--- src/rtsim_settings.svh ---
`ifndef RTSIM_SETTINGS_SVH
`define RTSIM_SETTINGS_SVH

// Mechanical modes in the bank, two clock cycles each
`define RTSIM_N_MECH_MODES 7

// Datapath, ADC and coefficient word widths
`define RTSIM_SAMPLE_W 18
`define RTSIM_ADC_W 16
`define RTSIM_GAIN_W 18

// Gains are signed fractions with this many bits below the point
`define RTSIM_GAIN_FRAC 15

// Shift registers and beam period register widths
`define RTSIM_SHIFT_W 5
`define RTSIM_BEAM_PERIOD_W 12

// Reset values of the two time-constant shifts
`define RTSIM_FIELD_SHIFT_DEF 3
`define RTSIM_MECH_SHIFT_DEF 2

`endif
--- src/rtsim_sig_pkg.sv ---
`default_nettype none

`include "rtsim_settings.svh"

package rtsim_sig_pkg;

  typedef logic signed [`RTSIM_SAMPLE_W-1:0] sample_t;
  typedef logic signed [`RTSIM_ADC_W-1:0] adc_t;

  // Baseband ADC levels
  typedef struct packed {
    adc_t field;
    adc_t forward;
    adc_t reflect;
  } adc_set_t;

  // Clip flags, edrive above res as on the status byte
  typedef struct packed {
    logic edrive_clip;
    logic res_clip;
  } clip_t;

  // Wide intermediate for products and sums before saturation
  typedef logic signed [39:0] wide_t;

  localparam wide_t SAMPLE_MAX = wide_t'(2 ** (`RTSIM_SAMPLE_W - 1) - 1);
  localparam wide_t SAMPLE_MIN = -wide_t'(2 ** (`RTSIM_SAMPLE_W - 1));

  // Clamp a wide value into the datapath word
  function automatic sample_t sat_sample(input wide_t x);
    sample_t s;
    if (x > SAMPLE_MAX) s = SAMPLE_MAX[`RTSIM_SAMPLE_W-1:0];
    else if (x < SAMPLE_MIN) s = SAMPLE_MIN[`RTSIM_SAMPLE_W-1:0];
    else s = x[`RTSIM_SAMPLE_W-1:0];
    return s;
  endfunction

  // High when the clamp above would change the value
  function automatic logic sat_over(input wide_t x);
    return (x > SAMPLE_MAX) || (x < SAMPLE_MIN);
  endfunction

  // Drop the low bits to get the ADC level
  function automatic adc_t to_adc(input sample_t x);
    sample_t y;
    y = x >>> (`RTSIM_SAMPLE_W - `RTSIM_ADC_W);
    return y[`RTSIM_ADC_W-1:0];
  endfunction

endpackage

`default_nettype wire

--- src/drive_combiner.sv ---
`timescale 1ns/1ps
`default_nettype none

`include "rtsim_settings.svh"

module drive_combiner
  import rtsim_sig_pkg::*;
(
  input  logic    clk,
  input  logic    rst,
  input  sample_t cav_eig_drive,
  input  sample_t piezo_eig_drive,
  input  logic    res_clip,
  output sample_t eig_drive,
  output clip_t   clip
);

  // One guard bit is enough for the sum of two words
  logic signed [`RTSIM_SAMPLE_W:0] sum_q;
  logic                            edrive_clip_q;

  always_ff @(posedge clk) begin
    if (rst) begin
      sum_q         <= '0;
      eig_drive     <= '0;
      edrive_clip_q <= 1'b0;
    end else begin
      // Stage 1, widen and add
      sum_q         <= cav_eig_drive + piezo_eig_drive;
      // Stage 2, clamp and flag the same sample
      eig_drive     <= sat_sample(wide_t'(sum_q));
      edrive_clip_q <= sat_over(wide_t'(sum_q));
    end
  end

  // Not latched, caller handles sticky status
  assign clip = '{edrive_clip: edrive_clip_q, res_clip: res_clip};

endmodule

`default_nettype wire

--- config.mk ---
export PLATFORM = sky130hd
export DESIGN_NAME = drive_combiner
export DESIGN_NICKNAME = d
export VERILOG_FILES = /design/src/rtsim_sig_pkg.sv /design/src/drive_combiner.sv
export VERILOG_INCLUDE_DIRS = /design/src
export SDC_FILE = /design/constraint.sdc
export NUM_CORES = 1
export LEC_CHECK = 0
export BUFFER_PORTS_ARGS = -buffer_cell sky130_fd_sc_hd__buf_2
export CAP_MARGIN = 20
export CORE_MARGIN = 1.5
export CORE_UTILIZATION = 38
export DETAILED_ROUTE_END_ITERATION = 8
export PLACE_DENSITY = 0.67
export SKIP_LAST_GASP = 1
export SLEW_MARGIN = 30
export SYNTH_ARGS = -nofsm -noshare
export SYNTH_HDL_FRONTEND = slang
export SYNTH_SLANG_ARGS = --single-unit
--- constraint.sdc ---
create_clock -name clk -period 4.5 [get_ports clk]
set_input_delay 1.125 -clock clk [delete_from_list [all_inputs] [get_ports clk]]
set_output_delay 1.125 -clock clk [all_outputs]
set_load 0.03 [all_outputs]
==> metrics.cfg <==
[logic_synthesis]
yosysSeqAreaShare=0.397
avgSynthCellArea_sq_um=9.34
synth_top_area_frac=0.397
synthTopCellsByArea=dfxtp_1 40%, ha_1 12%, o21a_1 7.1%, nor2_1 4.9%, xor2_1 4.6%
netlist_area_sq_um=1920
synth_cell_types=37
async_flop_share=0
synthCells=205
synth_area_leader_cell=dfxtp_1
synthFlopType=dfxtp_1
synthesis.nets=263
yosysWarningCount=0
synth_edf_count=0
ys_seq_elements=38

[critical_path]
slowest_stage=fa_1
critPathKind=in -> reg
critPathTopFamily=compound AO/OA/AOI/OAI gates
crit_fanout=4
cpPeakStageDelay_ns=0.39
arrival_ns=3.04
critPathLaunchType=primary input
cp_num_buf_inv=2
critPathRequiredTime_ns=4.67
cp-end-kind=register
crit_chain=buf_2, ha_1, inv_1, fa_1, nand2b_1, a21o_1, a31oi_1, a41o_1, mux2_2

[power_and_ir_drop]
p_leak_nw=1.13
power.density_nw_per_um2=417
pwr-share-clk=0.349
p_switching_mw=0.272
p_comb_frac=0.254
p_sw_frac=0.275
pwr-share-seq=0.398
total_power_mw=0.990
vdd_ir_drop_max_uv=193
internal-power_mw=0.718

[global_route]
grt_pass1_vias=1366
grt_max_degree=28
grt_usage=0.137
globalRouteOverflowTotal=0
antenna_found_initial=0
grt_first_pass_wirelength_um=6020

[cells_and_area]
fin_area_sq_um=2380
drive_gt1_frac=0.271
fill_cells=458
fin_cells=325
layout_commonest_cell=buf_2
fin_util=0.497
area_growth_pct=24.1
layout_common_cells=56 x buf_2, 38 x dfxtp_1, 24 x nor2_1
fin_nets=315
antennaDiodeCount=0

[timing]
fin_ws_ns=1.63
finalHoldViolCount=0
rsz0062_at_grt=false
finalClockSkew_ns=0.00137
max_freq_ghz=0.348
final_max_slew_viol_count=0
holdWs_ns=0.442
max_slew_margin=0.572
min_period_ns=2.87
tightest_slew_ns=0.641
period_share=0.639
tns_ns=0
setup_viol=0

[die]
start_util=0.400
die_area_sq_um=5480
core_sq_um=4790
die_h_um=74
die_x_um=74
rows=25
ios=59

[cts]
cts_setup_buffers=0
cts-resized-gates=0
htreeDepth=2
cts_root_buf=clkbuf_8
ctsHoldBuffers=0
clk_pin_slew_worst_paths_ns=0.07
cts_max_path_buffers=2
cts.sinks=38
cts_tree=done
numCtsBuffers=5
clkLatencyLatePin_ns=0.28

[placement]
place_area_sq_um=2230
gp_congestion=0.805
dp_cells=317
hpwl_um=2680
pre_cts_ws_ns=1.34
port_buffers=56

[routing]
dr.pass1.iters=4
wl_per_cell_um=10.8
ant_nets=0
totalWireLength_um=3500
vias=1525
route.detailed.drc=0
vias_per_cell=4.69
drt_iter0_drc=50

[min_path]
hold_path.class=reg -> reg

[run_status]
status=complete, no violations

[job]
maxCapViolations=0

## cell usage after synthesis, types with 2 or more instances
library cell,n
nand2b_1,5
nor2b_1,5
nor3_1,3
ha_1,18
a21oi_1,14
buf_2,2
dfxtp_1,38
buf_4,2
inv_1,7
o211ai_1,4
a211o_1,2
a21o_1,6
xor2_1,10
nor2_1,25
a31oi_1,4
xnor2_1,5
nand2_1,5
o21ai_0,6
o21a_1,18
clkbuf_1,7
nand4_1,2
o21ai_1,2
## flip-flops by register name (all words and copies together) (netlist names)
signal / cells
sum_q: 19
edrive_clip_q: 1
eig_drive: 18
## worst register-to-register path: stages (launching register included)
cell and delay, ns:
dfxtp_1 0.34, inv_1 0.08, a21oi_2 0.52, o21a_1 0.22
## logic make-up after synthesis
family	synth area share
xor+xnor	0.0686
simple gates	0.118
buf+inv	0.0405
fa+ha+maj	0.128
compound gates	0.237
mux	0.0111
flops	0.397
## final timing paths
path | from | end | slack, ns | cells past startpoint
worst max-delay path | cav_eig_drive[0] | sum_q[16]$_SDFF_PP0_ | 1.63 | 9
worst min-delay path | sum_q[14]$_SDFF_PP0_ | eig_drive[14]$_SDFF_PP0_ | 0.44 | 1
worst max register to register | sum_q[17]$_SDFF_PP0_ | eig_drive[5]$_SDFF_PP0_ | 3.30 | 3
worst min register to register | sum_q[14]$_SDFF_PP0_ | eig_drive[14]$_SDFF_PP0_ | 0.44 | 1
## per-layer routing
layer	global-route usage	vias to the layer above	part of all wire
met2	0.212	40	0.43
met4	0.0494	0	0.014
met1	0.188	654	0.50
met5	0	-	0
li1	-	825	-
met3	0.0298	6	0.056
## layout make-up
class	count	area, sq um	share of cell area
Clock buffer	6	82.6	0.0347
Clock inverter	2	60.1	0.0253
Inverter	7	26.3	0.0111
Multi-Input combinational cell	149	1080	0.456
Sequential cell	38	761	0.320
Tap cell	67	83.8	0.0353
Timing Repair Buffer	56	280	0.118
## power groups by stage
stage | sequential, mW | clock (mW) | combinational, mW
2_1_floorplan | 0.443 | 0 | 0.147
3_3_place_gp | 0.402 | 0 | 0.247
3_5_place_dp | 0.401 | 0 | 0.250
4_1_cts | 0.394 | 0.353 | 0.252
5_1_grt | 0.398 | 0.370 | 0.278
6_report | 0.394 | 0.345 | 0.251
Note: power is estimated with default switching activity, not from simulation.
