## src/rtsim_settings.svh

```systemverilog
`ifndef RTSIM_SETTINGS_SVH
`define RTSIM_SETTINGS_SVH

// Mechanical modes in the bank, two clock cycles each
`define RTSIM_N_MECH_MODES 7

// Datapath, ADC and coefficient word widths
`define RTSIM_SAMPLE_W 18
`define RTSIM_ADC_W 16
`define RTSIM_GAIN_W 18

// Gains are signed fractions with this many bits below the point
`define RTSIM_GAIN_FRAC 15

// Shift registers and beam period register widths
`define RTSIM_SHIFT_W 5
`define RTSIM_BEAM_PERIOD_W 12

// Reset values of the two time-constant shifts
`define RTSIM_FIELD_SHIFT_DEF 3
`define RTSIM_MECH_SHIFT_DEF 2

`endif
```

## src/rtsim_sig_pkg.sv

```systemverilog
`default_nettype none

`include "rtsim_settings.svh"

package rtsim_sig_pkg;

  typedef logic signed [`RTSIM_SAMPLE_W-1:0] sample_t;
  typedef logic signed [`RTSIM_ADC_W-1:0] adc_t;

  // Baseband ADC levels
  typedef struct packed {
    adc_t field;
    adc_t forward;
    adc_t reflect;
  } adc_set_t;

  // Clip flags, edrive above res as on the status byte
  typedef struct packed {
    logic edrive_clip;
    logic res_clip;
  } clip_t;

  // Wide intermediate for products and sums before saturation
  typedef logic signed [39:0] wide_t;

  localparam wide_t SAMPLE_MAX = wide_t'(2 ** (`RTSIM_SAMPLE_W - 1) - 1);
  localparam wide_t SAMPLE_MIN = -wide_t'(2 ** (`RTSIM_SAMPLE_W - 1));

  // Clamp a wide value into the datapath word
  function automatic sample_t sat_sample(input wide_t x);
    sample_t s;
    if (x > SAMPLE_MAX) s = SAMPLE_MAX[`RTSIM_SAMPLE_W-1:0];
    else if (x < SAMPLE_MIN) s = SAMPLE_MIN[`RTSIM_SAMPLE_W-1:0];
    else s = x[`RTSIM_SAMPLE_W-1:0];
    return s;
  endfunction

  // High when the clamp above would change the value
  function automatic logic sat_over(input wide_t x);
    return (x > SAMPLE_MAX) || (x < SAMPLE_MIN);
  endfunction

  // Drop the low bits to get the ADC level
  function automatic adc_t to_adc(input sample_t x);
    sample_t y;
    y = x >>> (`RTSIM_SAMPLE_W - `RTSIM_ADC_W);
    return y[`RTSIM_ADC_W-1:0];
  endfunction

endpackage

`default_nettype wire

```

## src/rtsim_bus_pkg.sv

```systemverilog
`default_nettype none

`include "rtsim_settings.svh"

package rtsim_bus_pkg;

  // One local-bus write, strobe valid for a single cycle
  typedef struct packed {
    logic [14:0] addr;
    logic [31:0] data;
    logic        we;
  } lb_write_t;

  // Register map
  localparam logic [14:0] REG_DRIVE_GAIN     = 15'd0;
  localparam logic [14:0] REG_FWD_GAIN       = 15'd1;
  localparam logic [14:0] REG_FIELD_SHIFT    = 15'd2;
  localparam logic [14:0] REG_PIEZO_GAIN     = 15'd3;
  localparam logic [14:0] REG_LORENTZ_GAIN   = 15'd4;
  localparam logic [14:0] REG_DETUNE_GAIN    = 15'd5;
  localparam logic [14:0] REG_BEAM_PERIOD    = 15'd6;
  localparam logic [14:0] REG_BEAM_CHARGE    = 15'd7;
  localparam logic [14:0] REG_MECH_SHIFT     = 15'd8;
  // First of the per-mode gains, one address per mode
  localparam logic [14:0] REG_MODE_GAIN_BASE = 15'd16;

  typedef logic signed [`RTSIM_GAIN_W-1:0] gain_t;
  typedef logic [`RTSIM_SHIFT_W-1:0] shift_t;

  // Full coefficient set seen by the datapath
  typedef struct packed {
    gain_t                                 drive_gain;
    gain_t                                 fwd_gain;
    shift_t                                field_shift;
    gain_t                                 piezo_gain;
    gain_t                                 lorentz_gain;
    gain_t                                 detune_gain;
    logic [`RTSIM_BEAM_PERIOD_W-1:0]       beam_period;
    gain_t                                 beam_charge;
    shift_t                                mech_shift;
    gain_t [`RTSIM_N_MECH_MODES-1:0]       mode_gain;
  } rtsim_cfg_t;

endpackage

`default_nettype wire

```

## src/mech_mode_bank.sv

```systemverilog
`timescale 1ns/1ps
`default_nettype none

`include "rtsim_settings.svh"

module mech_mode_bank
  import rtsim_bus_pkg::*, rtsim_sig_pkg::*;
(
  input  logic       clk,
  input  logic       rst,
  input  rtsim_cfg_t cfg,
  input  logic       start_eig,
  input  sample_t    eig_drive,
  output sample_t    mech_x,
  output logic       res_clip
);

  localparam int N        = `RTSIM_N_MECH_MODES;
  localparam int N_CYCLES = 2 * N;
  localparam int PH_W     = $clog2(N_CYCLES);
  localparam int IDX_W    = PH_W - 1;
  localparam int FRAC     = `RTSIM_GAIN_FRAC;

  logic [PH_W-1:0]  phase_q;
  logic [PH_W-1:0]  phase;
  logic [IDX_W-1:0] idx;
  logic             odd;
  logic             first;
  logic             last;
  sample_t          mode_st [N];
  sample_t          st_q;
  wide_t            tgt_q;
  wide_t            prod_w;
  wide_t            upd_w;
  sample_t          upd;
  logic             upd_ovf;
  wide_t            acc_q;
  wide_t            sum_w;
  logic             clip_acc_q;
  logic             clip_now;

  // start_eig is phase zero, mode m owns phases 2m and 2m+1
  assign phase = start_eig ? '0 : phase_q;
  assign idx   = phase[PH_W-1:1];
  assign odd   = phase[0];
  assign first = (idx == '0);
  assign last  = (idx == IDX_W'(N - 1));

  always_ff @(posedge clk) begin
    if (rst) phase_q <= '0;
    else phase_q <= (phase == PH_W'(N_CYCLES - 1)) ? '0 : phase + 1'b1;
  end

  // Even phase, per-mode excitation, kept wide so overdrive shows up
  assign prod_w = (wide_t'(eig_drive) * wide_t'($signed(cfg.mode_gain[idx]))) >>> FRAC;

  // Odd phase, leaky step toward the excitation
  assign upd_w   = wide_t'(st_q) + ((tgt_q - wide_t'(st_q)) >>> cfg.mech_shift);
  assign upd     = sat_sample(upd_w);
  assign upd_ovf = sat_over(upd_w);

  // Running sum and clip flag restart at mode 0
  assign sum_w    = (first ? '0 : acc_q) + wide_t'(upd);
  assign clip_now = (first ? 1'b0 : clip_acc_q) | upd_ovf;

  always_ff @(posedge clk) begin
    if (rst) begin
      for (int m = 0; m < N; m++) begin
        mode_st[m] <= '0;
      end
      st_q       <= '0;
      tgt_q      <= '0;
      acc_q      <= '0;
      clip_acc_q <= 1'b0;
      mech_x     <= '0;
      res_clip   <= 1'b0;
    end else if (!odd) begin
      // Fetch the state and the excitation
      st_q  <= mode_st[idx];
      tgt_q <= prod_w;
    end else begin
      // Write back and accumulate
      mode_st[idx] <= upd;
      acc_q        <= sum_w;
      clip_acc_q   <= clip_now;
      // Displacement and clip status hold for one full period
      if (last) begin
        mech_x   <= sat_sample(sum_w);
        res_clip <= clip_now;
      end
    end
  end

endmodule

`default_nettype wire

```

## config.mk

```make
export PLATFORM = sky130hd
export DESIGN_NAME = mech_mode_bank
export DESIGN_NICKNAME = d
export VERILOG_FILES = /design/src/rtsim_sig_pkg.sv /design/src/rtsim_bus_pkg.sv /design/src/mech_mode_bank.sv
export VERILOG_INCLUDE_DIRS = /design/src
export SDC_FILE = /design/constraint.sdc
export NUM_CORES = 2
export LEC_CHECK = 0
export ABC_AREA = 1
export BUFFER_PORTS_ARGS = -buffer_cell sky130_fd_sc_hd__buf_2
export CELL_PAD_IN_SITES_DETAIL_PLACEMENT = 0
export CELL_PAD_IN_SITES_GLOBAL_PLACEMENT = 1
export CORE_MARGIN = 2
export CORE_UTILIZATION = 42
export CTS_CLUSTER_SIZE = 10
export DETAILED_ROUTE_END_ITERATION = 10
export GPL_ROUTABILITY_DRIVEN = 0
export PLACE_DENSITY_LB_ADDON = 0.1
export REMOVE_ABC_BUFFERS = 1
export SYNTH_ARGS = -nofsm -noshare
export SYNTH_HDL_FRONTEND = slang
export SYNTH_SLANG_ARGS = --single-unit
```

## constraint.sdc

```tcl
create_clock -name clk -period 8.89 [get_ports clk]
set_input_delay 0.889 -clock clk [delete_from_list [all_inputs] [get_ports clk]]
set_output_delay 0.889 -clock clk [all_outputs]
set_load 0.03 [all_outputs]
```

==> summary.txt <==
status - completed
kind of critical path - register to register
Multi-input gate area - 20500 um^2
vias per cell - 5.13
Data arrival, critical path - 8.63 ns
startpoint types - register
Hold WC Path Type - register to register
max_slew headroom - 22.4%
Seq/Total Area, Yosys - 20.7%
Final Core Density - 46.6%
TritonCTS clock tree - yes
P&R area growth vs syn - 9.44%
Mapped Cells - 4106
Post-synth top flop - edfxtp_1
syn avg cell area - 7.31 um^2
Num CTS Buffers - 30
largest net degree at the start of global routing - 59
initial antenna violation count - 1
H-tree Lvls - 1
hold_buf cts - 0
CTS clock-pin slew for the worst setup and hold paths - 0.06 ns
DRT antenna net count - 0
Synth cell types - 60
ranking of synthesized cells by area - fa_1 (22%), nand2_1 (13%), edfxtp_1 (13%), inv_1 (8.8%), dfxtp_1 (8.1%)
row count - 97
# fillers - 7356
Period minus WS final - 8.16 ns
CP max stage delay - 0.40 ns
Final Skew - 0.0126 ns
DP HPWL - 78.4 mm
unrepaired setup endpoints after global routing - false
Mapped Area - 30000 um^2
Antenna Cells - 0
Req. time, crit path - 9.37 ns
vias in the first global route - 27.4k
Critical Path Fanout Max - 18
final hold violation count - 0
Post-synth EDFFs - 126
Die ar. - 73600 um^2
grt total ovfl - 0
critical path's slowest cell - fa_1
area leader, netlist - fa_1
CTS sink count - 247
Final period util - 91.7%
final setup fails - 0
most used cell, CP - nand2_1
actual slew at the worst max-slew pin - 1.16 ns
layout cells sized above 1 - 9.68%
Synth top cells by count - nand2_1 (1036), inv_1 (705), nor2_1 (477)
WL per Instance - 18.7 um
Die W - 271 um
root buf cell - clkbuf_16
CTS Buffer Depth - 3
post-synthesis register bit count - 247
max frequency - 123 MHz
IO Port Bufs - 170
YS warnings - 0
Initial Util - 42.6%
drc violations - 0
Slew Limit Fails - 0
final setup TNS - 0 ns
CP endpoint kind - register
Placed Area - 31900 um^2
Detailed Route Iter0 Violations - 1636
Pre-Repair DR Iteration Count - 5
most frequent cell after synthesis - nand2_1
Post-Route WL - 97.1 mm
Synth async-reset ratio - 0%
clk_lat worst skew - 0.60 ns
Finished Cell Area - 32800 um^2
storage element area - 6210 um^2
core box area - 70400 um^2
DIE HEIGHT - 271 um
Tot GR Track Use - 26.5%
share of the synthesized area in the top cell type - 22.2%
global-route wire length before repair - 154 mm
IO Count - 296
fin nets - 5016
routed via count - 26.7k
max cap viols - 0
==> cell usage in the layout (no fill, tap or decap), types with 6 or more instances in the layout <==
cell / n
nand2_1: 1036
inv_1: 705
nor2_1: 473
fa_1: 332
o21ai_0: 233
nand3_1: 196
a21oi_1: 178
ha_1: 172
buf_2: 170
edfxtp_1: 126
dfxtp_1: 121
buf_4: 56
nand2_2: 36
a221oi_1: 34
xor2_1: 33
clkbuf_16: 30
nand4_1: 25
nand2_4: 24
nor2_2: 23
o22ai_1: 23
xnor2_1: 21
a21oi_2: 19
clkbuf_1: 17
nor3_1: 16
o221ai_1: 16
o21ai_1: 14
a21o_1: 12
inv_2: 10
nand3b_1: 10
o211ai_1: 10
nand3_2: 9
a31oi_1: 9
o21bai_1: 7
clkinv_1: 6
or2_2: 6
==> sequential cells by signal, summed over array words and instances (netlist names) <==
register	count
phase_q	4
res_clip	1
clip_acc_q	1
tgt_q	21
st_q	18
acc_q	40
mech_x	18
mode_st	144
==> what timing repair did <==
action	in CTS	in global routing
endpoints found under the setup margin	0	17
buffers inserted	0	1
resized for setup	0	5
==> worst max-delay path: cells and delay by family (launching register included) <==
kind	cells	cell delay [ns]
AND/OR/NAND/NOR	32	3.60
buffers and inverters	3	0.46
flip-flops	1	0.35
AO/OA/AOI/OAI	9	1.88
adder cells (fa/ha/maj)	5	1.68
==> logic make-up after synthesis <==
family,share of synthesized area (%)
flops,20.7
xor+xnor,1.68
fa+ha+maj,29.4
buf+inv,11.0
simple gates,26.1
mux,0.0334
compound gates,11.1
==> routing by layer <==
layer,vias up,GRT usage (%),wire (um)
li1,13200,-,-
met1,12800,33.6,41700
met2,593,48.1,48700
met3,142,2.22,3650
met4,2,7.87,3090
met5,-,0,10
==> path summary, 6_finish.rpt <==
check / cells after the start / slack (ns) / to / start
worst max-delay path: 49 / 0.73 / mech_x[0] / st_q[0]
worst min register to register: 2 / 0.46 / tgt_q[20] / tgt_q[20]
worst max register to register: 49 / 0.73 / mech_x[0] / st_q[0]
worst min-delay path: 2 / 0.46 / tgt_q[20] / tgt_q[20]
==> layout make-up <==
type / instances / area share, %
multi-input cells: 3006 / 62.6
flip-flops and latches: 247 / 18.9
inverters: 722 / 8.28
repair buffers: 227 / 3.93
well taps: 940 / 3.58
clock buffers: 49 / 2.56
clock inverters: 5 / 0.164
==> per-stage QoR <==
| step | cells | worst slack (ns) | hold WS, ns |
|---|---|---|---|
| 2_1_floorplan | 3974 | 0.510 | 0.430 |
| 3_3_place_gp | 5140 | 0.524 | 0.451 |
| 3_5_place_dp | 5140 | 0.415 | 0.450 |
| 4_1_cts | 5194 | 0.370 | 0.468 |
| 5_1_grt | 5196 | 0.0574 | 0.484 |
| 6_report | 5196 | 0.734 | 0.462 |
Power is not shown: default switching activity piles up to over one toggle a cycle in this logic, so the estimate is an artifact.
