==> src/rtsim_settings.svh <==
`ifndef RTSIM_SETTINGS_SVH
`define RTSIM_SETTINGS_SVH

// Mechanical modes in the bank, two clock cycles each
`define RTSIM_N_MECH_MODES 7

// Datapath, ADC and coefficient word widths
`define RTSIM_SAMPLE_W 18
`define RTSIM_ADC_W 16
`define RTSIM_GAIN_W 18

// Gains are signed fractions with this many bits below the point
`define RTSIM_GAIN_FRAC 15

// Shift registers and beam period register widths
`define RTSIM_SHIFT_W 5
`define RTSIM_BEAM_PERIOD_W 12

// Reset values of the two time-constant shifts
`define RTSIM_FIELD_SHIFT_DEF 3
`define RTSIM_MECH_SHIFT_DEF 2

`endif
==> src/rtsim_sequencer.sv <==
`timescale 1ns/1ps
`default_nettype none

`include "rtsim_settings.svh"

module rtsim_sequencer (
  input  logic                            clk,
  input  logic                            rst,
  input  logic                            iq,
  input  logic [`RTSIM_BEAM_PERIOD_W-1:0] beam_period,
  output logic                            start,
  output logic                            start_outer,
  output logic                            start_eig,
  output logic                            beam_pulse
);

  // One full pass over the mechanical bank
  localparam int N_CYCLES = 2 * `RTSIM_N_MECH_MODES;
  localparam int CNT_W = $clog2(N_CYCLES);

  logic [CNT_W-1:0]                cycle_cnt;
  logic [`RTSIM_BEAM_PERIOD_W-1:0] beam_cnt;
  logic                            beam_adv;
  logic                            beam_hit;

  // Down-counter, start fires on the cycle after it hits zero
  always_ff @(posedge clk) begin
    if (rst) begin
      cycle_cnt <= CNT_W'(N_CYCLES - 1);
      start     <= 1'b0;
    end else begin
      start     <= (cycle_cnt == '0);
      cycle_cnt <= (cycle_cnt == '0) ? CNT_W'(N_CYCLES - 1) : cycle_cnt - 1'b1;
    end
  end

  // Staggered copies for the station and the mechanical bank
  pipe_delay #(.T(logic), .LEN(1)) start_outer_dly (
    .clk  (clk),
    .rst  (rst),
    .din  (start),
    .dout (start_outer)
  );

  pipe_delay #(.T(logic), .LEN(2)) start_eig_dly (
    .clk  (clk),
    .rst  (rst),
    .din  (start),
    .dout (start_eig)
  );

  // Beam counter only moves on gated mode cycles
  // A zero period keeps the beam off
  assign beam_adv = start_outer & iq & (beam_period != '0);
  assign beam_hit = (beam_cnt >= beam_period - 1'b1);

  // Pulse lines up with start_outer itself
  assign beam_pulse = beam_adv & beam_hit;

  always_ff @(posedge clk) begin
    if (rst) begin
      beam_cnt <= '0;
    end else if (beam_period == '0) begin
      beam_cnt <= '0;
    end else if (beam_adv) begin
      beam_cnt <= beam_hit ? '0 : beam_cnt + 1'b1;
    end
  end

endmodule

`default_nettype wire

==> src/pipe_delay.sv <==
`timescale 1ns/1ps
`default_nettype none

module pipe_delay #(
  parameter type T   = logic,
  parameter int  LEN = 1
) (
  input  logic clk,
  input  logic rst,
  input  T     din,
  output T     dout
);

  // Stage 0 takes the input, the last stage drives the output
  T stage [LEN];

  always_ff @(posedge clk) begin
    if (rst) begin
      for (int i = 0; i < LEN; i++) begin
        stage[i] <= '0;
      end
    end else begin
      stage[0] <= din;
      for (int i = 1; i < LEN; i++) begin
        stage[i] <= stage[i-1];
      end
    end
  end

  assign dout = stage[LEN-1];

endmodule

`default_nettype wire

==> config.mk <==
export PLATFORM = sky130hd
export DESIGN_NAME = rtsim_sequencer
export DESIGN_NICKNAME = d
export VERILOG_FILES = /design/src/rtsim_sequencer.sv /design/src/pipe_delay.sv
export VERILOG_INCLUDE_DIRS = /design/src
export SDC_FILE = /design/constraint.sdc
export NUM_CORES = 1
export LEC_CHECK = 0
export ABC_AREA = 1
export BUFFER_PORTS_ARGS = -buffer_cell sky130_fd_sc_hd__buf_2
export CORE_MARGIN = 2
export CORE_UTILIZATION = 35
export CTS_CLUSTER_SIZE = 8
export DETAILED_ROUTE_END_ITERATION = 6
export PLACE_DENSITY = 0.6
export SLEW_MARGIN = 20
export SYNTH_ARGS = -nofsm -noshare
export SYNTH_HDL_FRONTEND = slang
export SYNTH_SLANG_ARGS = --single-unit
==> constraint.sdc <==
create_clock -name clk -period 2.1 [get_ports clk]
set_clock_uncertainty 0.15 [all_clocks]
set_input_delay 0.315 -clock clk [delete_from_list [all_inputs] [get_ports clk]]
set_output_delay 0.315 -clock clk [all_outputs]
set_load 0.005 [all_outputs]
==> results by group, run 1 <==
Power
  – Power Density: 370.2 nW/um^2
  – Clk pwr share: around a third
  – Combinational group share of total power: 20.0%
  – Total power: 0.7791 mW
  – Switching Fraction: 25.45%
  – Flop pwr share: 47.6%
  – LEAKAGE: 1.015 nW
  – Max rail drop VDD: roughly 0.37 mV
  – Internal: roughly 0.58 mW
  – Psw: 0.1983 mW

Global routing
  – Largest net degree at the start of global routing: 13
  – First-pass GRT wire length: 5630 um
  – Antenna violations before repair: 0
  – Vias in the first global route: 1,386
  – GRT Total Usage: between 10% and 20%
  – Total global routing overflow: 0

Clock tree
  – Clock transition at path regs: 0.07 ns
  – CTS H-tree depth: 1
  – Clock Tree Root: clkbuf_8
  – CTS tree: done
  – Num CTS Buffers: 3
  – Post-CTS Hold Fix Bufs: 0
  – CTS Sinks: 19
  – Clock Latency Late Sink: 0.25 ns
  – Clk buf depth: 2

Placed design
  – RePlAce Congestion: between 0.7 and 0.8
  – # port buffers: 18
  – DP HPWL: about 2500 um
  – Place WS: -0.4558 ns
  – DP Cell Count: between 300 and 400

Detailed routing
  – DRT antenna net count: 0
  – DR vias: 1,427
  – Pre-antenna DRT Iters: 4
  – DR iter-0 viols: 44
  – Vias per cell: ~4.4
  – Routed WL: 3169 um
  – Avg WL per Cell: 9.781 um
  – Post-route DRC: 0

Floorplan
  – Site Rows: 24
  – Die area: 4909 um^2
  – Die Y: 70.07 um
  – Ports: 19
  – Starting Density: 35.83%
  – CORE AREA: 4264 um^2
  – Die Width: 70.07 um

Yosys
  – Sequential fraction of the synthesis area: 24.90%
  – Fraction of registers with async set or reset after synthesis: 0%
  – Synth Area in XOR/XNOR: under 10%
  – Mux share of post-synthesis cell area: 0%
  – Largest family of logic cells by synthesized area: simple AND/OR/NAND/NOR gates
  – Post-Syn Nets: 256
  – Most common cell in the netlist: nand2_1
  – Post-Synth Adder-Cell Area: 13.10%
  – Simple-gate share of the synthesized area: 38.41%
  – Avg Cell Area, Syn: 6.790 um^2
  – Post-synth EDFFs: 0
  – Top FF cell, synth: dfxtp_1
  – FF+latch count, synth: 19
  – Number of distinct library cells after synthesis: 26
  – Area leader, netlist: dfxtp_1
  – Cell count after synthesis: 225
  – Compound-Gate Fraction of Synth Area: 5.487%
  – Top-area cell type share of the netlist area: between 20% and 30%
  – Cell Area, Synth: 1528 um^2
  – Yosys Warn Count: 0
  – Area contributors post-synth: dfxtp_1, ha_1, nand2_1, inv_1, nor2_1
  – Synth top cells by count: nand2_1, inv_1, nor2_1, dfxtp_1, nand3_1

Worst hold path
  – Worst hold path type: input pin to register

Worst setup path
  – Slowest Stage Delay on Critical Path: 0.27 ns
  – Max stage delay cell, worst path: ha_1
  – CP endpoint kind: primary output
  – Most frequent CP cell: nand2_4
  – Startpoint Class: input pin
  – Buffer and inverter count on the worst path: 4
  – CP Cell Sequence: buf_6 -> or2_4 -> buf_4 -> nor3_4 -> xor2_1 -> ha_1 -> nand2_4 -> a21oi_1 -> nor2_1 -> nand3_4 -> nand2_4 -> inv_1 -> buf_2
  – CP required: about 1.6 ns
  – CP delay by family, top: simple AND/OR/NAND/NOR gates
  – R2R Setup Slk: 0.25 ns
  – Critical Path AT: approximately 2.0 ns
  – Worst Setup Path Type: input pin to primary output
  – Critical-path maximum fanout: 2

Finish
  – Fraction of layout cells with a size suffix above 1: 33.09%
  – Filler cell count: 442
  – Post-route insts no fill: between 300 and 400
  – ANT cells: 0
  – Area grow syn2layout: 37.76%
  – Final net count: between 300 and 400
  – Post-layout util: 49.35%

STA
  – Setup-failing EPs final: 12
  – Final hold violation count: 0
  – Period minus WS final: around 2.5 ns
  – Final Cycle Share: 119.1%
  – Final Worst Setup Slack: -0.4013 ns
  – Final-report max-slew violation count: 0
  – Slew HR: about four fifths
  – RSZ-0062 raised after global routing: true
  – F_max: 0.3998 GHz
  – TNS Setup: -1.674 ns
  – Worst-margin pin slew: 0.3108 ns

Status
  – Failing checks: setup timing
  – Run status: complete, but fails checks

Flow run
  – Max_cap viols: 0
[per-layer routing]
| metal | GRT usage [%] | share of wire, % |
|---|---|---|
| met1 | 18.67 | 51 |
| met2 | 23.07 | 44 |
| met3 | 1.299 | 4.0 |
| met4 | 4.487 | 1.1 |
| met5 | 0 | 0 |
[cells in the final DEF, fill, tap and decap left out, types with 2 or more instances in the layout]
cell type  Yosys  routed
nand3_1       17      14
ha_4           0       2
buf_2          0      15
buf_8          0       2
nand2_4        2       5
nand3_2        0       2
o21ai_0        4       4
nor2_1        23      21
clkbuf_8       0       3
nand2_2        4       5
inv_1         38      37
nor3_2         1       2
ha_1          16      14
dfxtp_1       19      19
xnor2_1        5       4
buf_6          2       7
nand2_1       50      46
xor2_1         5       5
nor3_1         7       4
nor2_2        12       8
nor2_4         2       8
o21bai_1       2       2
nor3_4         0       2
buf_4          0      21
a21oi_1        5       5
nand4_1        4       4
inv_2          1       2
[worst reg2reg max path, cell delays in order, from the launching register on]
cell and delay (ns):
dfxtp_1 0.37, inv_1 0.10, ha_1 0.27, inv_1 0.05
nand2_1 0.04, nand3_1 0.07, nand2_1 0.10, nand2_4 0.09
nand3_4 0.08, nand2_4 0.08, buf_6 0.10, nand2_4 0.06
buf_8 0.15, nor2_4 0.08
[registers in the layout (all words and copies together) (netlist names)]
name                 count
beam_cnt                12
cycle_cnt                4
start_eig_dly.stage      2
start                    1
[metrics by stage]
step | cell area (um^2) | hold WS [ns]
floorplan | 1545 | 0.2363
global placement | 1866 | 0.2569
detailed placement | 1866 | 0.2650
CTS | 1976 | 0.1394
global route | 2105 | 0.1629
finish | 2105 | 0.1383
[path summary, 6_finish.rpt]
| kind | start | end | depth (start not counted) |
|---|---|---|---|
| worst max-delay path | beam_period[9] | beam_pulse | 13 |
| worst min-delay path | rst | start_eig_dly.stage[0][1] | 2 |
| worst min register to register | start | start_eig_dly.stage[0][0] | 2 |
| worst max register to register | beam_cnt[0] | beam_cnt[7] | 13 |
[power by group through the flow]
stage	clock (mW)	combinational, mW	sequential [mW]
final	0.252	0.156	0.371
after CTS	0.267	0.138	0.371
after detailed placement	0	0.126	0.379
after floorplan	0	0.0655	0.379
after global placement	0	0.126	0.379
after global routing	0.278	0.175	0.371
[cell type report]
cell class                      count  area (um^2)  area share, %
Clock buffer                        4        45.04          2.140
Inverter                           40        150.1          7.134
Multi-Input combinational cell    164         1122          53.33
Sequential cell                    19        380.4          18.07
Tap cell                           52        65.06          3.092
Timing Repair Buffer               45        341.6          16.23
[logic make-up after synthesis]
family,Yosys count
adder cells (fa/ha/maj),16
AND/OR/NAND/NOR,124
buffers and inverters,42
XOR/XNOR,11
flip-flops,19
AO/OA/AOI/OAI,13
[repair_timing]
action	4_1_cts	5_1_grt
resized for setup	11	29
pin swaps	5	16
buffers inserted	2	1
setup endpoints to repair	12	13
Note: power is estimated with default switching activity, not from simulation.
==> run 2: changes to the inputs <==
==> constraint.sdc (replaced) <==
create_clock -name clk -period 2.1 [get_ports clk]
set_clock_uncertainty 0.15 [all_clocks]
set_input_delay 0.42 -clock clk [delete_from_list [all_inputs] [get_ports clk]]
set_output_delay 0.42 -clock clk [all_outputs]
set_load 0.005 [all_outputs]
==> run 2 against run 1 <==
Compared with the run above: the flow still finishes with violations (setup timing); hold slack better by 0.099 ns; first-iteration DRC count down 39%; register-to-register slack about the same; core utilization up 1.4 points; largest power group unchanged; routed wire length up 10%; final area up 2.9%; via count up 5.0%; combinational power up 7%; non-clock buffer count up 6; total power up 2.2%; highest routed layer unchanged.
==> results by group, run 2 (same netlist as run 1, synthesis figures left out) <==
Finish
  – Post-layout util: 50.79% (+1.4 points)
  – ANT cells: 0 (unchanged)
  – Area grow syn2layout: 41.77%
  – Largest register by flop count: beam_cnt
  – Most common cell after layout, fill and taps aside: nand2_1
  – Fraction of layout cells with a size suffix above 1: 35.61% (+2.5 points)
  – Final net count: 310 (+2.0%)
  – Commonest non-fill, non-tap cells in the layout: nand2_1, inv_1, buf_4
  – Largest regs: beam_cnt (12), cycle_cnt (4), start_eig_dly.stage (2)
  – Max reg flops: 12 (unchanged)

STA
  – Worst-margin pin slew: 0.5015 ns (+0.1907 ns)
  – Hold slack final: 0.2370 ns (+0.09874 ns)
  – Period minus WS final: 2.700 ns (+0.1988 ns)
  – Slew HR: 66.57% (-13 points)
  – Final Cycle Share: 128.6% (+9.5 points)
  – Final-report max-slew violation count: 0 (unchanged)
  – Final Worst Setup Slack: -0.6001 ns (-0.1988 ns)
  – Final hold violation count: 0 (unchanged)
  – Setup-failing EPs final: 13 (+1)
  – RSZ-0062 raised after global routing: true
  – F_max: 0.3704 GHz (-7.4%)

Detailed routing
  – DRT antenna net count: 0 (unchanged)
  – Vias per cell: 4.542 (+3.1%)
  – Routed WL: 3497 um (+10%)
  – DR iter-0 viols: 27 (-39%)
  – Pre-antenna DRT Iters: 4 (unchanged)
  – Post-route DRC: 0 (unchanged)
  – DR vias: 1,499 (+5.0%)
  – Avg WL per Cell: 10.60 um (+8.3%)

Clock tree
  – CTS Sinks: 19 (unchanged)
  – Post-CTS Hold Fix Bufs: 0 (unchanged)
  – CTS H-tree depth: 1 (unchanged)
  – Clock Latency Late Sink: 0.26 ns (about the same)
  – Num CTS Buffers: 3 (unchanged)
  – Clk buf depth: 2 (unchanged)
  – Clock Tree Root: clkbuf_8
  – CTS tree: done
  – Clock transition at path regs: 0.07 ns (about the same)

Floorplan
  – Starting Density: 35.83% (unchanged)
  – Site Rows: 24 (unchanged)
  – Die Y: 70.07 um (unchanged)
  – Die Width: 70.07 um (unchanged)
  – Ports: 19 (unchanged)
  – CORE AREA: 4264 um^2 (unchanged)
  – Die area: 4909 um^2 (unchanged)

Worst hold path
  – Worst hold path type: input pin to register

Placed design
  – RePlAce Congestion: 0.7357 (-7.9%)
  – # port buffers: 18 (unchanged)
  – DP HPWL: 2564 um (+2.7%)

Global routing
  – Vias in the first global route: 1,528 (+10%)
  – First-pass GRT wire length: 6334 um (+13%)
  – Antenna violations before repair: 0 (unchanged)
  – Total global routing overflow: 0 (unchanged)
  – Largest net degree at the start of global routing: 13 (unchanged)
  – GRT Total Usage: 15.81% (+2.0 points)

Worst setup path
  – CP endpoint kind: primary output
  – Most frequent CP cell: buf_4
  – Critical Path AT: 2.13 ns (+0.09 ns)
  – Critical-path maximum fanout: 3 (+1)
  – Slowest Stage Delay on Critical Path: 0.27 ns (about the same)
  – Startpoint Class: input pin
  – CP required: 1.53 ns (-0.10 ns)
  – CP Cell Sequence: buf_6 -> nor3_4 -> buf_4 -> buf_4 -> buf_4 -> xnor2_1 -> ha_1 -> nand2_1 -> nand2_1 -> nor2_1 -> nand2_2 -> nand2_4 -> nand3_4 -> nand2_4 -> inv_2 -> buf_6
  – Buffer and inverter count on the worst path: 6 (+2)
  – Max stage delay cell, worst path: ha_1
  – CP delay by family, top: simple AND/OR/NAND/NOR gates
  – Worst Setup Path Type: input pin to primary output

Power
  – Internal: 0.5890 mW (+1.4%)
  – Clk pwr share: 32.3% (about the same)
  – Switching Fraction: 25.98% (+0.53 points)
  – Max rail drop VDD: 0.3117 mV (-15%)
  – Power Density: 367.5 nW/um^2 (-0.74%)
  – LEAKAGE: 1.053 nW (+3.7%)
  – Flop pwr share: 46.7% (-0.9 points)
  – Combinational group share of total power: 21.0% (+1.0 points)
  – Psw: 0.2068 mW (+4.3%)

Status
  – Run status: complete, but fails checks
  – Failing checks: setup timing

Flow run
  – Max_cap viols: 0 (unchanged)
==> run 2: path summary, 6_finish.rpt <==
check                  from                         to  slack (ns)  cells past startpoint
max          beam_period[2]                 beam_pulse       -0.60                     16
min                     rst  start_eig_dly.stage[0][0]        0.24                      2
max reg2reg     beam_cnt[3]                beam_cnt[2]        0.24                     12
min reg2reg           start  start_eig_dly.stage[0][0]        0.27                      2
==> run 2: stage by stage <==
stage	cell area (um^2)	setup TNS [ns]	total power, mW	setup slack [ns]	instances
floorplan	1545	-2.813	0.4441	-0.3531	225
finish	2166	-3.702	0.7958	-0.6001	330
CTS	2116	-5.145	0.7982	-0.5920	330
detailed placement	1878	-6.321	0.5082	-0.6769	318
global placement	1878	-6.010	0.5076	-0.6752	318
global route	2166	-5.578	0.8416	-0.7428	330
==> run 2: layout make-up <==
cell class	instances	area (um^2)
Fill cell	445	2098
Tap cell	52	65.06
Inverter	40	150.1
Sequential cell	19	380.4
Multi-Input combinational cell	164	1121
Clock buffer	4	45.04
Timing Repair Buffer	51	404.1
==> run 2: timing repair <==
item / 4_1_cts / 5_1_grt
resized for setup: 27 / 15
pin swaps: 17 / 13
buffers inserted: 7 / 3
endpoints found under the hold margin: 0 / 0
endpoints found under the setup margin: 13 / 13
gates cloned: 1 / 0
==> run 2: worst register-to-register path: stages, from the launching register on <==
cell and delay [ns]:
dfxtp_1 0.35, ha_1 0.32, nand2_1 0.07, nand2_1 0.05
nor2_1 0.12, nand2_2 0.09, nand2_4 0.08, nand3_4 0.07
nand2_4 0.07, buf_4 0.14, nand2_8 0.06, buf_8 0.16
nor2_2 0.08
==> run 2: power groups by stage <==
stage          sequential (mW)  combinational [mW]  clock, mW
2_1_floorplan            0.379              0.0656          0
3_3_place_gp             0.380               0.128          0
3_5_place_dp             0.379               0.129          0
4_1_cts                  0.371               0.161      0.266
5_1_grt                  0.372               0.188      0.282
6_report                 0.371               0.167      0.257
==> run 2: per-layer routing <==
| metal | vias up | track usage (%) | routed length (um) |
|---|---|---|---|
| li1 | 803 | - | - |
| met1 | 659 | 19.48 | 1631 |
| met2 | 30 | 27.94 | 1670 |
| met3 | 7 | 1.732 | 124 |
| met4 | 0 | 6.410 | 70 |
| met5 | - | 0 | 0 |
