### src/rtsim_settings.svh
`ifndef RTSIM_SETTINGS_SVH
`define RTSIM_SETTINGS_SVH

// Mechanical modes in the bank, two clock cycles each
`define RTSIM_N_MECH_MODES 7

// Datapath, ADC and coefficient word widths
`define RTSIM_SAMPLE_W 18
`define RTSIM_ADC_W 16
`define RTSIM_GAIN_W 18

// Gains are signed fractions with this many bits below the point
`define RTSIM_GAIN_FRAC 15

// Shift registers and beam period register widths
`define RTSIM_SHIFT_W 5
`define RTSIM_BEAM_PERIOD_W 12

// Reset values of the two time-constant shifts
`define RTSIM_FIELD_SHIFT_DEF 3
`define RTSIM_MECH_SHIFT_DEF 2

`endif
### src/rtsim_bus_pkg.sv
`default_nettype none

`include "rtsim_settings.svh"

package rtsim_bus_pkg;

  // One local-bus write, strobe valid for a single cycle
  typedef struct packed {
    logic [14:0] addr;
    logic [31:0] data;
    logic        we;
  } lb_write_t;

  // Register map
  localparam logic [14:0] REG_DRIVE_GAIN     = 15'd0;
  localparam logic [14:0] REG_FWD_GAIN       = 15'd1;
  localparam logic [14:0] REG_FIELD_SHIFT    = 15'd2;
  localparam logic [14:0] REG_PIEZO_GAIN     = 15'd3;
  localparam logic [14:0] REG_LORENTZ_GAIN   = 15'd4;
  localparam logic [14:0] REG_DETUNE_GAIN    = 15'd5;
  localparam logic [14:0] REG_BEAM_PERIOD    = 15'd6;
  localparam logic [14:0] REG_BEAM_CHARGE    = 15'd7;
  localparam logic [14:0] REG_MECH_SHIFT     = 15'd8;
  // First of the per-mode gains, one address per mode
  localparam logic [14:0] REG_MODE_GAIN_BASE = 15'd16;

  typedef logic signed [`RTSIM_GAIN_W-1:0] gain_t;
  typedef logic [`RTSIM_SHIFT_W-1:0] shift_t;

  // Full coefficient set seen by the datapath
  typedef struct packed {
    gain_t                                 drive_gain;
    gain_t                                 fwd_gain;
    shift_t                                field_shift;
    gain_t                                 piezo_gain;
    gain_t                                 lorentz_gain;
    gain_t                                 detune_gain;
    logic [`RTSIM_BEAM_PERIOD_W-1:0]       beam_period;
    gain_t                                 beam_charge;
    shift_t                                mech_shift;
    gain_t [`RTSIM_N_MECH_MODES-1:0]       mode_gain;
  } rtsim_cfg_t;

endpackage

`default_nettype wire

### src/rtsim_config.sv
`timescale 1ns/1ps
`default_nettype none

`include "rtsim_settings.svh"

module rtsim_config
  import rtsim_bus_pkg::*;
(
  input  logic       clk,
  input  logic       rst,
  input  lb_write_t  lb,
  output rtsim_cfg_t cfg
);

  always_ff @(posedge clk) begin
    if (rst) begin
      // Gains off, shifts at their defaults
      cfg             <= '0;
      cfg.field_shift <= shift_t'(`RTSIM_FIELD_SHIFT_DEF);
      cfg.mech_shift  <= shift_t'(`RTSIM_MECH_SHIFT_DEF);
    end else if (lb.we) begin
      // Each field keeps only the low bits of the data word
      case (lb.addr)
        REG_DRIVE_GAIN:   cfg.drive_gain   <= lb.data[`RTSIM_GAIN_W-1:0];
        REG_FWD_GAIN:     cfg.fwd_gain     <= lb.data[`RTSIM_GAIN_W-1:0];
        REG_FIELD_SHIFT:  cfg.field_shift  <= lb.data[`RTSIM_SHIFT_W-1:0];
        REG_PIEZO_GAIN:   cfg.piezo_gain   <= lb.data[`RTSIM_GAIN_W-1:0];
        REG_LORENTZ_GAIN: cfg.lorentz_gain <= lb.data[`RTSIM_GAIN_W-1:0];
        REG_DETUNE_GAIN:  cfg.detune_gain  <= lb.data[`RTSIM_GAIN_W-1:0];
        REG_BEAM_PERIOD:  cfg.beam_period  <= lb.data[`RTSIM_BEAM_PERIOD_W-1:0];
        REG_BEAM_CHARGE:  cfg.beam_charge  <= lb.data[`RTSIM_GAIN_W-1:0];
        REG_MECH_SHIFT:   cfg.mech_shift   <= lb.data[`RTSIM_SHIFT_W-1:0];
        // Unknown or mode gain addresses, handled below
        default: ;
      endcase
      // Mode gains sit in a contiguous block
      for (int m = 0; m < `RTSIM_N_MECH_MODES; m++) begin
        if (lb.addr == REG_MODE_GAIN_BASE + 15'(m)) begin
          cfg.mode_gain[m] <= lb.data[`RTSIM_GAIN_W-1:0];
        end
      end
    end
  end

endmodule

`default_nettype wire

### config.mk
export PLATFORM = sky130hd
export DESIGN_NAME = rtsim_config
export DESIGN_NICKNAME = d
export VERILOG_FILES = /design/src/rtsim_bus_pkg.sv /design/src/rtsim_config.sv
export VERILOG_INCLUDE_DIRS = /design/src
export SDC_FILE = /design/constraint.sdc
export NUM_CORES = 1
export LEC_CHECK = 0
export BUFFER_PORTS_ARGS = -buffer_cell sky130_fd_sc_hd__buf_4
export CORE_MARGIN = 2
export CORE_UTILIZATION = 30
export CTS_BUF_LIST = sky130_fd_sc_hd__clkbuf_4 sky130_fd_sc_hd__clkbuf_8
export CTS_CLUSTER_SIZE = 25
export DETAILED_ROUTE_END_ITERATION = 10
export SYNTH_ARGS = -nofsm -noshare
export SYNTH_HDL_FRONTEND = slang
export SYNTH_SLANG_ARGS = --single-unit
### constraint.sdc
create_clock -name clk -period 1.75 [get_ports clk]
set_input_delay 0.2625 -clock clk [delete_from_list [all_inputs] [get_ports clk]]
set_output_delay 0.2625 -clock clk [all_outputs]
set_load 0.005 [all_outputs]
==> run summary, run 1 <==
Syn Inst Count: 901
Ys Warns: 0
Max Fclk: 666.6 MHz
Unrepaired setup endpoints after global routing: no
Hold worst-path end: cfg[253]$_SDFFE_PP0P_
Sequential area share after synthesis: 0.5095
Synth area leaders: dfxtp_1 (51%), mux2i_1 (25%), nand2b_1 (17%)
Post-route clock skew: 0 ns
# resized after CTS: 0
Die W: 187.1 um
Placed instance area: 13020 um^2
Comb pwr share: 0.042
CP top delay family: simple AND/OR/NAND/NOR gates
Layout area overhead: 39.39%
Max-cap violations: 0
Biggest regs: cfg: 256 flops
Fin util: 0.4213
DR vias/cell: 4.381
Max FFs per register: 256
# rows: 67
Initial Util: 0.3022
Clock latency at the later pin of the worst-skew pair: 0.54 ns
Switching share of power: 0.2222
DR WL/cell: 18.27 um
Slew @ Worst Pin: 0.4139 ns
Largest register by flop count: cfg
Worst r2r src: cfg[168]$_SDFFE_PP0P_
Post-synth EDFFs: 0
Layout cell share with drive strength beyond 1: 0.3435
Setup violators final: 0
Tot Pwr: 12320 uW
Vias in the first global route: 7626
H-tree levels: 2
Power Density: 878.9 nW/um^2
Hold WC Path Type: in -> reg
Crit Path Category: in -> reg
Register area: 5125 um^2
Design Area, Final: 14020 um^2
Async S/R FF share, synth: 0
Synthesized Nets: 951
Relative slew slack: 0.7241
Hold depth: 3
Largest net degree at the start of global routing: 63
WL final: 30890 um
WP data arrival: 1.97 ns
Yosys reg bits: 256
PortBufs: 291
Fillers: 3251
Antenna-violating nets left: 0
Reg clk slew, reported paths: 0.06 ns
Cell with the most instances after synthesis: nand2b_1
Sink Count: 256
GPL Wtd Cong: 0.7411
Fin. Hold Viols: 0
Max incr delay on CP: 0.57 ns
Antenna Cells: 0
Reg2reg setup slack: 1.10 ns
Footprint of the multi-input gates: 4504 um^2
P_leak: 0.007306 uW
Initial antenna violation count: 0
Outcome: finished clean
Crit path time final: 1.500 ns
Worst-case reg-to-reg path depth: 2
Synth area leader: dfxtp_1
Critical R2R Capture: cfg[168]$_SDFFE_PP0P_
Nature of the critical path startpoint: primary input
Max-slew violation count: 0
CP Max Fanout: 14
Sequential fraction of design power: 0.473
Post-detail-place hpwl: 20600 um
TritonCTS clock tree: yes
Die height: 187.1 um
Maximum clock insertion buffer count: 3
Critical path's slowest cell: or4b_4
Peak VDD IR: 582.5 uV
Total die area: 35010 um^2
Clock Tree Root: clkbuf_8
Drt initial violations: 288
Internal: 9584 uW
Period utilisation layout: 0.8573
Synth top area share: 0.5095
Post-synth top cells: nand2b_1 (271), dfxtp_1 (256), mux2i_1 (256), clkbuf_1 (51)
Net Switching: 2738 uW
Num ports: 306
DRT Pass-1 Iters: 4
Required @ worst endpoint: 2.22 ns
Vias after detailed routing: 7408
Unique masters post-synth: 22
Core footprint: 33280 um^2
Netlist Area Pre-Place: 10060 um^2
Synthesized area per cell: 11.16 um^2
Crit path cell chain: buf_4 > or4b_4 > nor3b_4 > and4_4 > buf_12 > mux2i_1
Hold path start: lb[16]
Worst setup EP type: register
TritonCTS Buffers: 46
Grt total ovfl: 0
Remaining DRCs: 0
WP buf/inv: 2
Gr usage total: 0.1737
Hold WS: 0.07687 ns
Final #Nets: 1264
Synth Flop Type: dfxtp_1
First-pass GRT wire length: 46990 um
Clock power frac: 0.485
worst max path at each step:
stage	from	endpoint	depth (start not counted)
after global placement	lb[46]	cfg[123]$_SDFFE_PP0P_	6
final	lb[46]	cfg[197]$_SDFFE_PP0P_	6
after CTS	lb[46]	cfg[197]$_SDFFE_PP0P_	6
after detailed placement	lb[46]	cfg[113]$_SDFFE_PP0P_	6
after global routing	lb[46]	cfg[209]$_SDFFE_PP0P_	6
after floorplan	lb[46]	cfg[204]$_SDFFE_PP0P_	6
through the flow:
stage	cells	setup TNS, ns	setup WS (ns)
2_1_floorplan	901	-4.310	-0.1182
3_3_place_gp	1612	-42.54	-0.2856
3_5_place_dp	1612	-45.91	-0.2934
4_1_cts	1691	0	0.2789
5_1_grt	1691	0	0.1920
6_report	1691	0	0.2497
layer usage:
layer	global-route usage	share of wire	vias to the layer above	wire length, um
met5	0	0	-	0
met4	0.04792	0.021	0	635
met3	0.05835	0.080	47	2486
met2	0.2825	0.46	232	14080
met1	0.2196	0.44	3529	13690
li1	-	-	3600	-
power by group through the flow:
stage	sequential [uW]	clock [uW]	combinational, uW
final	5830	5970	517
after global routing	5830	6450	554
after CTS	5830	6170	529
after detailed placement	5960	0	524
after global placement	5960	0	525
after floorplan	5960	0	246
area by class of cell:
type,count,share of cell area
clock buffer,70,0.06336
clock inverter,7,0.006693
inverter,2,0.0005354
multi-input combinational,564,0.3213
sequential,256,0.3655
tap,448,0.03998
timing repair buffer,344,0.2027
placed cells by master (no fill, tap or decap), drive strengths merged:
cell	count
or4b	1
nand2b	271
bufinv	2
mux2i	256
dlygate4sd3	2
clkbuf	70
nand4	6
nor2	10
and4	2
or4	1
nor2b	2
buf	342
nor3	3
nand3	8
and3	3
inv	3
dfxtp	256
clkinvlp	2
clkinv	2
nor3b	1
worst register-to-register path: cells and delay by family, from the launching register on:
| kind | cells | cell delay, ns |
|---|---|---|
| flops | 1 | 0.35 |
| simple gates | 1 | 0.06 |
| mux | 1 | 0.16 |
logic make-up (layout without fill, tap and decap cells):
| family | after synthesis | in the layout | synth area share |
|---|---|---|---|
| buf+inv | 81 | 423 | 0.04441 |
| flops | 256 | 256 | 0.5095 |
| simple gates | 308 | 308 | 0.1913 |
| mux | 256 | 256 | 0.2548 |
repair_timing:
action                    in CTS  in global routing
hold buffers                   2                  0
hold endpoints to repair       3                  0
buffers inserted               0                  0
(Power assumes the default switching activity.)
==> run 2: changes to the inputs <==
Settings changed: ABC_CLOCK_PERIOD_IN_PS set to 1750, PLACE_DENSITY set to 0.51.
==> run summary, run 2 (synthesis results as in run 1) <==
Max FFs per register: 256
Placement Setup Slack: -0.3471 ns
Vias in the first global route: 7735
Initial Util: 0.3022
Sink Count: 256
Nature of the critical path startpoint: primary input
Remaining DRCs: 0
DRT Pass-1 Iters: 4
Outcome: finished clean
Worst-case reg-to-reg path depth: 2
DR WL/cell: 18.84 um
Unrepaired setup endpoints after global routing: no
Die height: 187.1 um
Initial antenna violation count: 0
Power Density: 868.4 nW/um^2
Register area: 5125 um^2
Max Fclk: 655.9 MHz
P_leak: 0.007317 uW
Drt initial violations: 348
DR vias/cell: 4.334
WP data arrival: 1.94 ns
Core footprint: 33280 um^2
Antenna Cells: 0
Footprint of the multi-input gates: 4509 um^2
Antenna-violating nets left: 0
Max-cap violations: 0
H-tree levels: 2
Largest net degree at the start of global routing: 97
Maximum clock insertion buffer count: 3
Reg clk slew, reported paths: 0.06 ns
Max-slew violation count: 0
Setup violators final: 0
# rows: 67
Worst setup margin: 0.2255 ns
Worst setup EP type: register
Layout area overhead: 39.16%
Peak VDD IR: 491.7 uV
Commonest non-fill, non-tap cell in the layout: buf_4
Layout cell share with drive strength beyond 1: 0.3475
Clock latency at the later pin of the worst-skew pair: 0.53 ns
Slew @ Worst Pin: 0.4093 ns
Gr usage total: 0.1818
Total die area: 35010 um^2
Clock Tree Root: clkbuf_8
TritonCTS clock tree: yes
Hold depth: 3
Die W: 187.1 um
WL final: 31970 um
Design Area, Final: 14000 um^2
Final #Nets: 1269
Tot Pwr: 12150 uW
Crit path time final: 1.525 ns
TritonCTS Buffers: 46
Post-route clock skew: 0 ns
First-pass GRT wire length: 49090 um
Relative slew slack: 0.7271
Most frequent cells in the layout: buf_4 (328), nand2b_1 (271), mux2i_1 (256), dfxtp_1 (256), clkbuf_8 (55)
# resized after CTS: 0
Vias after detailed routing: 7355
Placed instance area: 13040 um^2
Post-detail-place hpwl: 21140 um
CP Max Fanout: 10
Hold WS: 0.06095 ns
Largest register by flop count: cfg
Fin. Hold Viols: 0
Grt total ovfl: 0
Num ports: 306
Hold WC Path Type: in -> reg
GPL Wtd Cong: 0.7199
PortBufs: 291
Fillers: 3286
Required @ worst endpoint: 2.17 ns
Biggest regs: cfg: 256 flops
Period utilisation layout: 0.8711
Crit Path Category: in -> reg
## run 2: metrics by stage
| stage | util | setup TNS [ns] | instances |
|---|---|---|---|
| floorplan | - | -4.310 | 901 |
| global placement | 0.3917 | -54.40 | 1617 |
| detailed placement | 0.3917 | -55.50 | 1617 |
| CTS | 0.4206 | 0 | 1697 |
| global route | 0.4206 | 0 | 1697 |
| finish | 0.4206 | 0 | 1697 |
## run 2: layout make-up
| type | instances | area share |
|---|---|---|
| Clock inverter | 7 | 0.004559 |
| Timing Repair Buffer | 349 | 0.2039 |
| Multi-Input combinational cell | 564 | 0.3222 |
| Tap cell | 448 | 0.04005 |
| Inverter | 2 | 0.0005363 |
| Clock buffer | 71 | 0.06266 |
| Sequential cell | 256 | 0.3661 |
## run 2: worst max-delay path, stage by stage
cell	delay, ns
buf_4	0.11
or4b_4	0.56
buf_4	0.16
nor2_2	0.21
nand3_1	0.24
buf_4	0.27
mux2i_1	0.13
## run 2: what timing repair did
item | 4_1_cts | 5_1_grt
setup buffers | 0 | 0
hold endpoints to repair | 3 | 0
hold buffers | 2 | 0
## run 2: path summary, 6_finish.rpt
path / slack [ns] / end / from
min reg2reg: 0.47 / cfg[52]$_SDFFE_PP0P_ / cfg[52]$_SDFFE_PP0P_
max reg2reg: 1.12 / cfg[10]$_SDFFE_PP0P_ / cfg[10]$_SDFFE_PP0P_
max: 0.23 / cfg[28]$_SDFFE_PP0P_ / lb[46]
min: 0.06 / cfg[251]$_SDFFE_PP0P_ / lb[14]
## run 2: layer usage
layer,vias to the layer above,global-route usage,part of all wire,routed length [um]
met2,247,0.2882,0.44,14140
met3,43,0.06229,0.093,2965
met4,0,0.03999,0.016,503
met5,-,0,0,0
met1,3462,0.2392,0.45,14360
li1,3603,-,-,-
## run 2: where the power goes
part,leakage [uW],switching [uW],internal [uW],total [uW]
Clock,0.000507,2490,3320,5810
Sequential,0.00206,0.0502,5830,5830
Combinational,0.00475,281,233,514
==> run 3: changes to the inputs <==
Settings changed: RECOVER_POWER set to 100.
==> run summary, run 3 (synthesis results as in run 1) <==
CP Max Fanout: 18
Crit Path Category: in -> reg
CP top delay family: simple AND/OR/NAND/NOR gates
Vias after detailed routing: 7364
Worst setup margin: 0.1432 ns
Largest net degree at the start of global routing: 97
Largest register by flop count: cfg
Setup TNS Final: 0 ns
First-pass GRT wire length: 49090 um
DR WL/cell: 18.79 um
Antenna Cells: 0
Relative slew slack: 0.7144
CP dominant cell by count: clkbuf_4
# resized after CTS: 0
Placed instance area: 13040 um^2
# rows: 67
Gr usage total: 0.1818
Reg clk slew, reported paths: 0.06 ns
Post-CTS Setup Bufs: 0
Clock latency at the later pin of the worst-skew pair: 0.53 ns
Placement Setup Slack: -0.3471 ns
Initial Util: 0.3022
Critical path's slowest cell: or4_1
Post-route clock skew: 0 ns
Num ports: 306
TritonCTS Buffers: 46
Max-slew violation count: 0
H-tree levels: 2
Remaining DRCs: 0
DR vias/cell: 4.339
Worst-case reg-to-reg path depth: 2
Peak VDD IR: 490.3 uV
DRT Pass-1 Iters: 4
Power Density: 907.1 nW/um^2
Die W: 187.1 um
Setup violators final: 0
Hold WC Path Type: in -> reg
WP buf/inv: 2
Layout cell share with drive strength beyond 1: 0.2490
Max incr delay on CP: 0.65 ns
Core footprint: 33280 um^2
Final #Nets: 1269
Biggest regs: cfg: 256 flops
Max FFs per register: 256
Max Fclk: 622.3 MHz
Crit path depth: 6
TritonCTS clock tree: yes
Outcome: finished clean
Worst Setup SP: lb[38]
Hold path start: lb[14]
Post-detail-place hpwl: 21140 um
M1 GR Usage: 0.2392
Worst r2r src: cfg[224]$_SDFFE_PP0P_
Fin util: 0.4024
Nature of the critical path startpoint: primary input
Layout area overhead: 33.15%
Fin. Hold Viols: 0
Worst setup EP type: register
Drt initial violations: 360
Clock Tree Root: clkbuf_8
GR Util met2: 0.2882
Antenna-violating nets left: 0
Max-cap violations: 0
Hold depth: 3
PortBufs: 291
Most frequent cells in the layout: nand2b_1 (271), mux2i_1 (256), dfxtp_1 (256), clkbuf_4 (168), clkbuf_1 (120)
Vias in the first global route: 7735
Grt total ovfl: 0
Maximum clock insertion buffer count: 3
Hold_buf cts: 2
Unrepaired setup endpoints after global routing: no
Required @ worst endpoint: 2.16 ns
WP data arrival: 2.02 ns
Total die area: 35010 um^2
Crit path cell chain: clkbuf_4 > or4_1 > nor3_2 > nand4_1 > clkbuf_4 > mux2i_1
Period utilisation layout: 0.9182
P_leak: 0.006648 uW
Commonest non-fill, non-tap cell in the layout: nand2b_1
Sink Count: 256
Crit path time final: 1.607 ns
GPL Wtd Cong: 0.7199
Design Area, Final: 13390 um^2
Die height: 187.1 um
Initial antenna violation count: 0
WL final: 31880 um
Slew @ Worst Pin: 0.4284 ns
Busiest metal layer after global routing: met2
Hold WS: 0.06134 ns
Met3 usage: 0.06229
[run 3: worst paths after layout]
check,to,slack (ns)
max reg2reg,cfg[224]$_SDFFE_PP0P_,1.13
max,cfg[121]$_SDFFE_PP0P_,0.14
min reg2reg,cfg[16]$_SDFFE_PP0P_,0.47
min,cfg[251]$_SDFFE_PP0P_,0.06
[run 3: stage by stage]
| stage | power (uW) | cells |
|---|---|---|
| CTS | 12380 | 1697 |
| global placement | 6482 | 1617 |
| detailed placement | 6482 | 1617 |
| finish | 12150 | 1697 |
| floorplan | 6202 | 901 |
| global route | 12680 | 1697 |
[run 3: power by group]
| group | internal, uW | switching (uW) |
|---|---|---|
| clock | 3320 | 2490 |
| combinational | 231 | 279 |
| sequential | 5830 | 0.0478 |
[run 3: worst reg2reg max path: stages, from the launching register on]
cell      delay, ns
dfxtp_1        0.34
nand2b_1       0.07
mux2i_1        0.14
[run 3: layout make-up]
cell class              count  area, um^2
clock inverters             7       63.81
flip-flops and latches    256        5125
well taps                 448       560.5
fillers                  3403       19890
multi-input cells         564        4492
inverters                   2       7.507
clock buffers              71       877.1
repair buffers            349        2267
[run 3: layer usage]
| layer | share of wire | vias up |
|---|---|---|
| met3 | 0.084 | 45 |
| met1 | 0.46 | 3471 |
| li1 | - | 3605 |
| met2 | 0.44 | 243 |
| met4 | 0.017 | 0 |
| met5 | 0 | - |
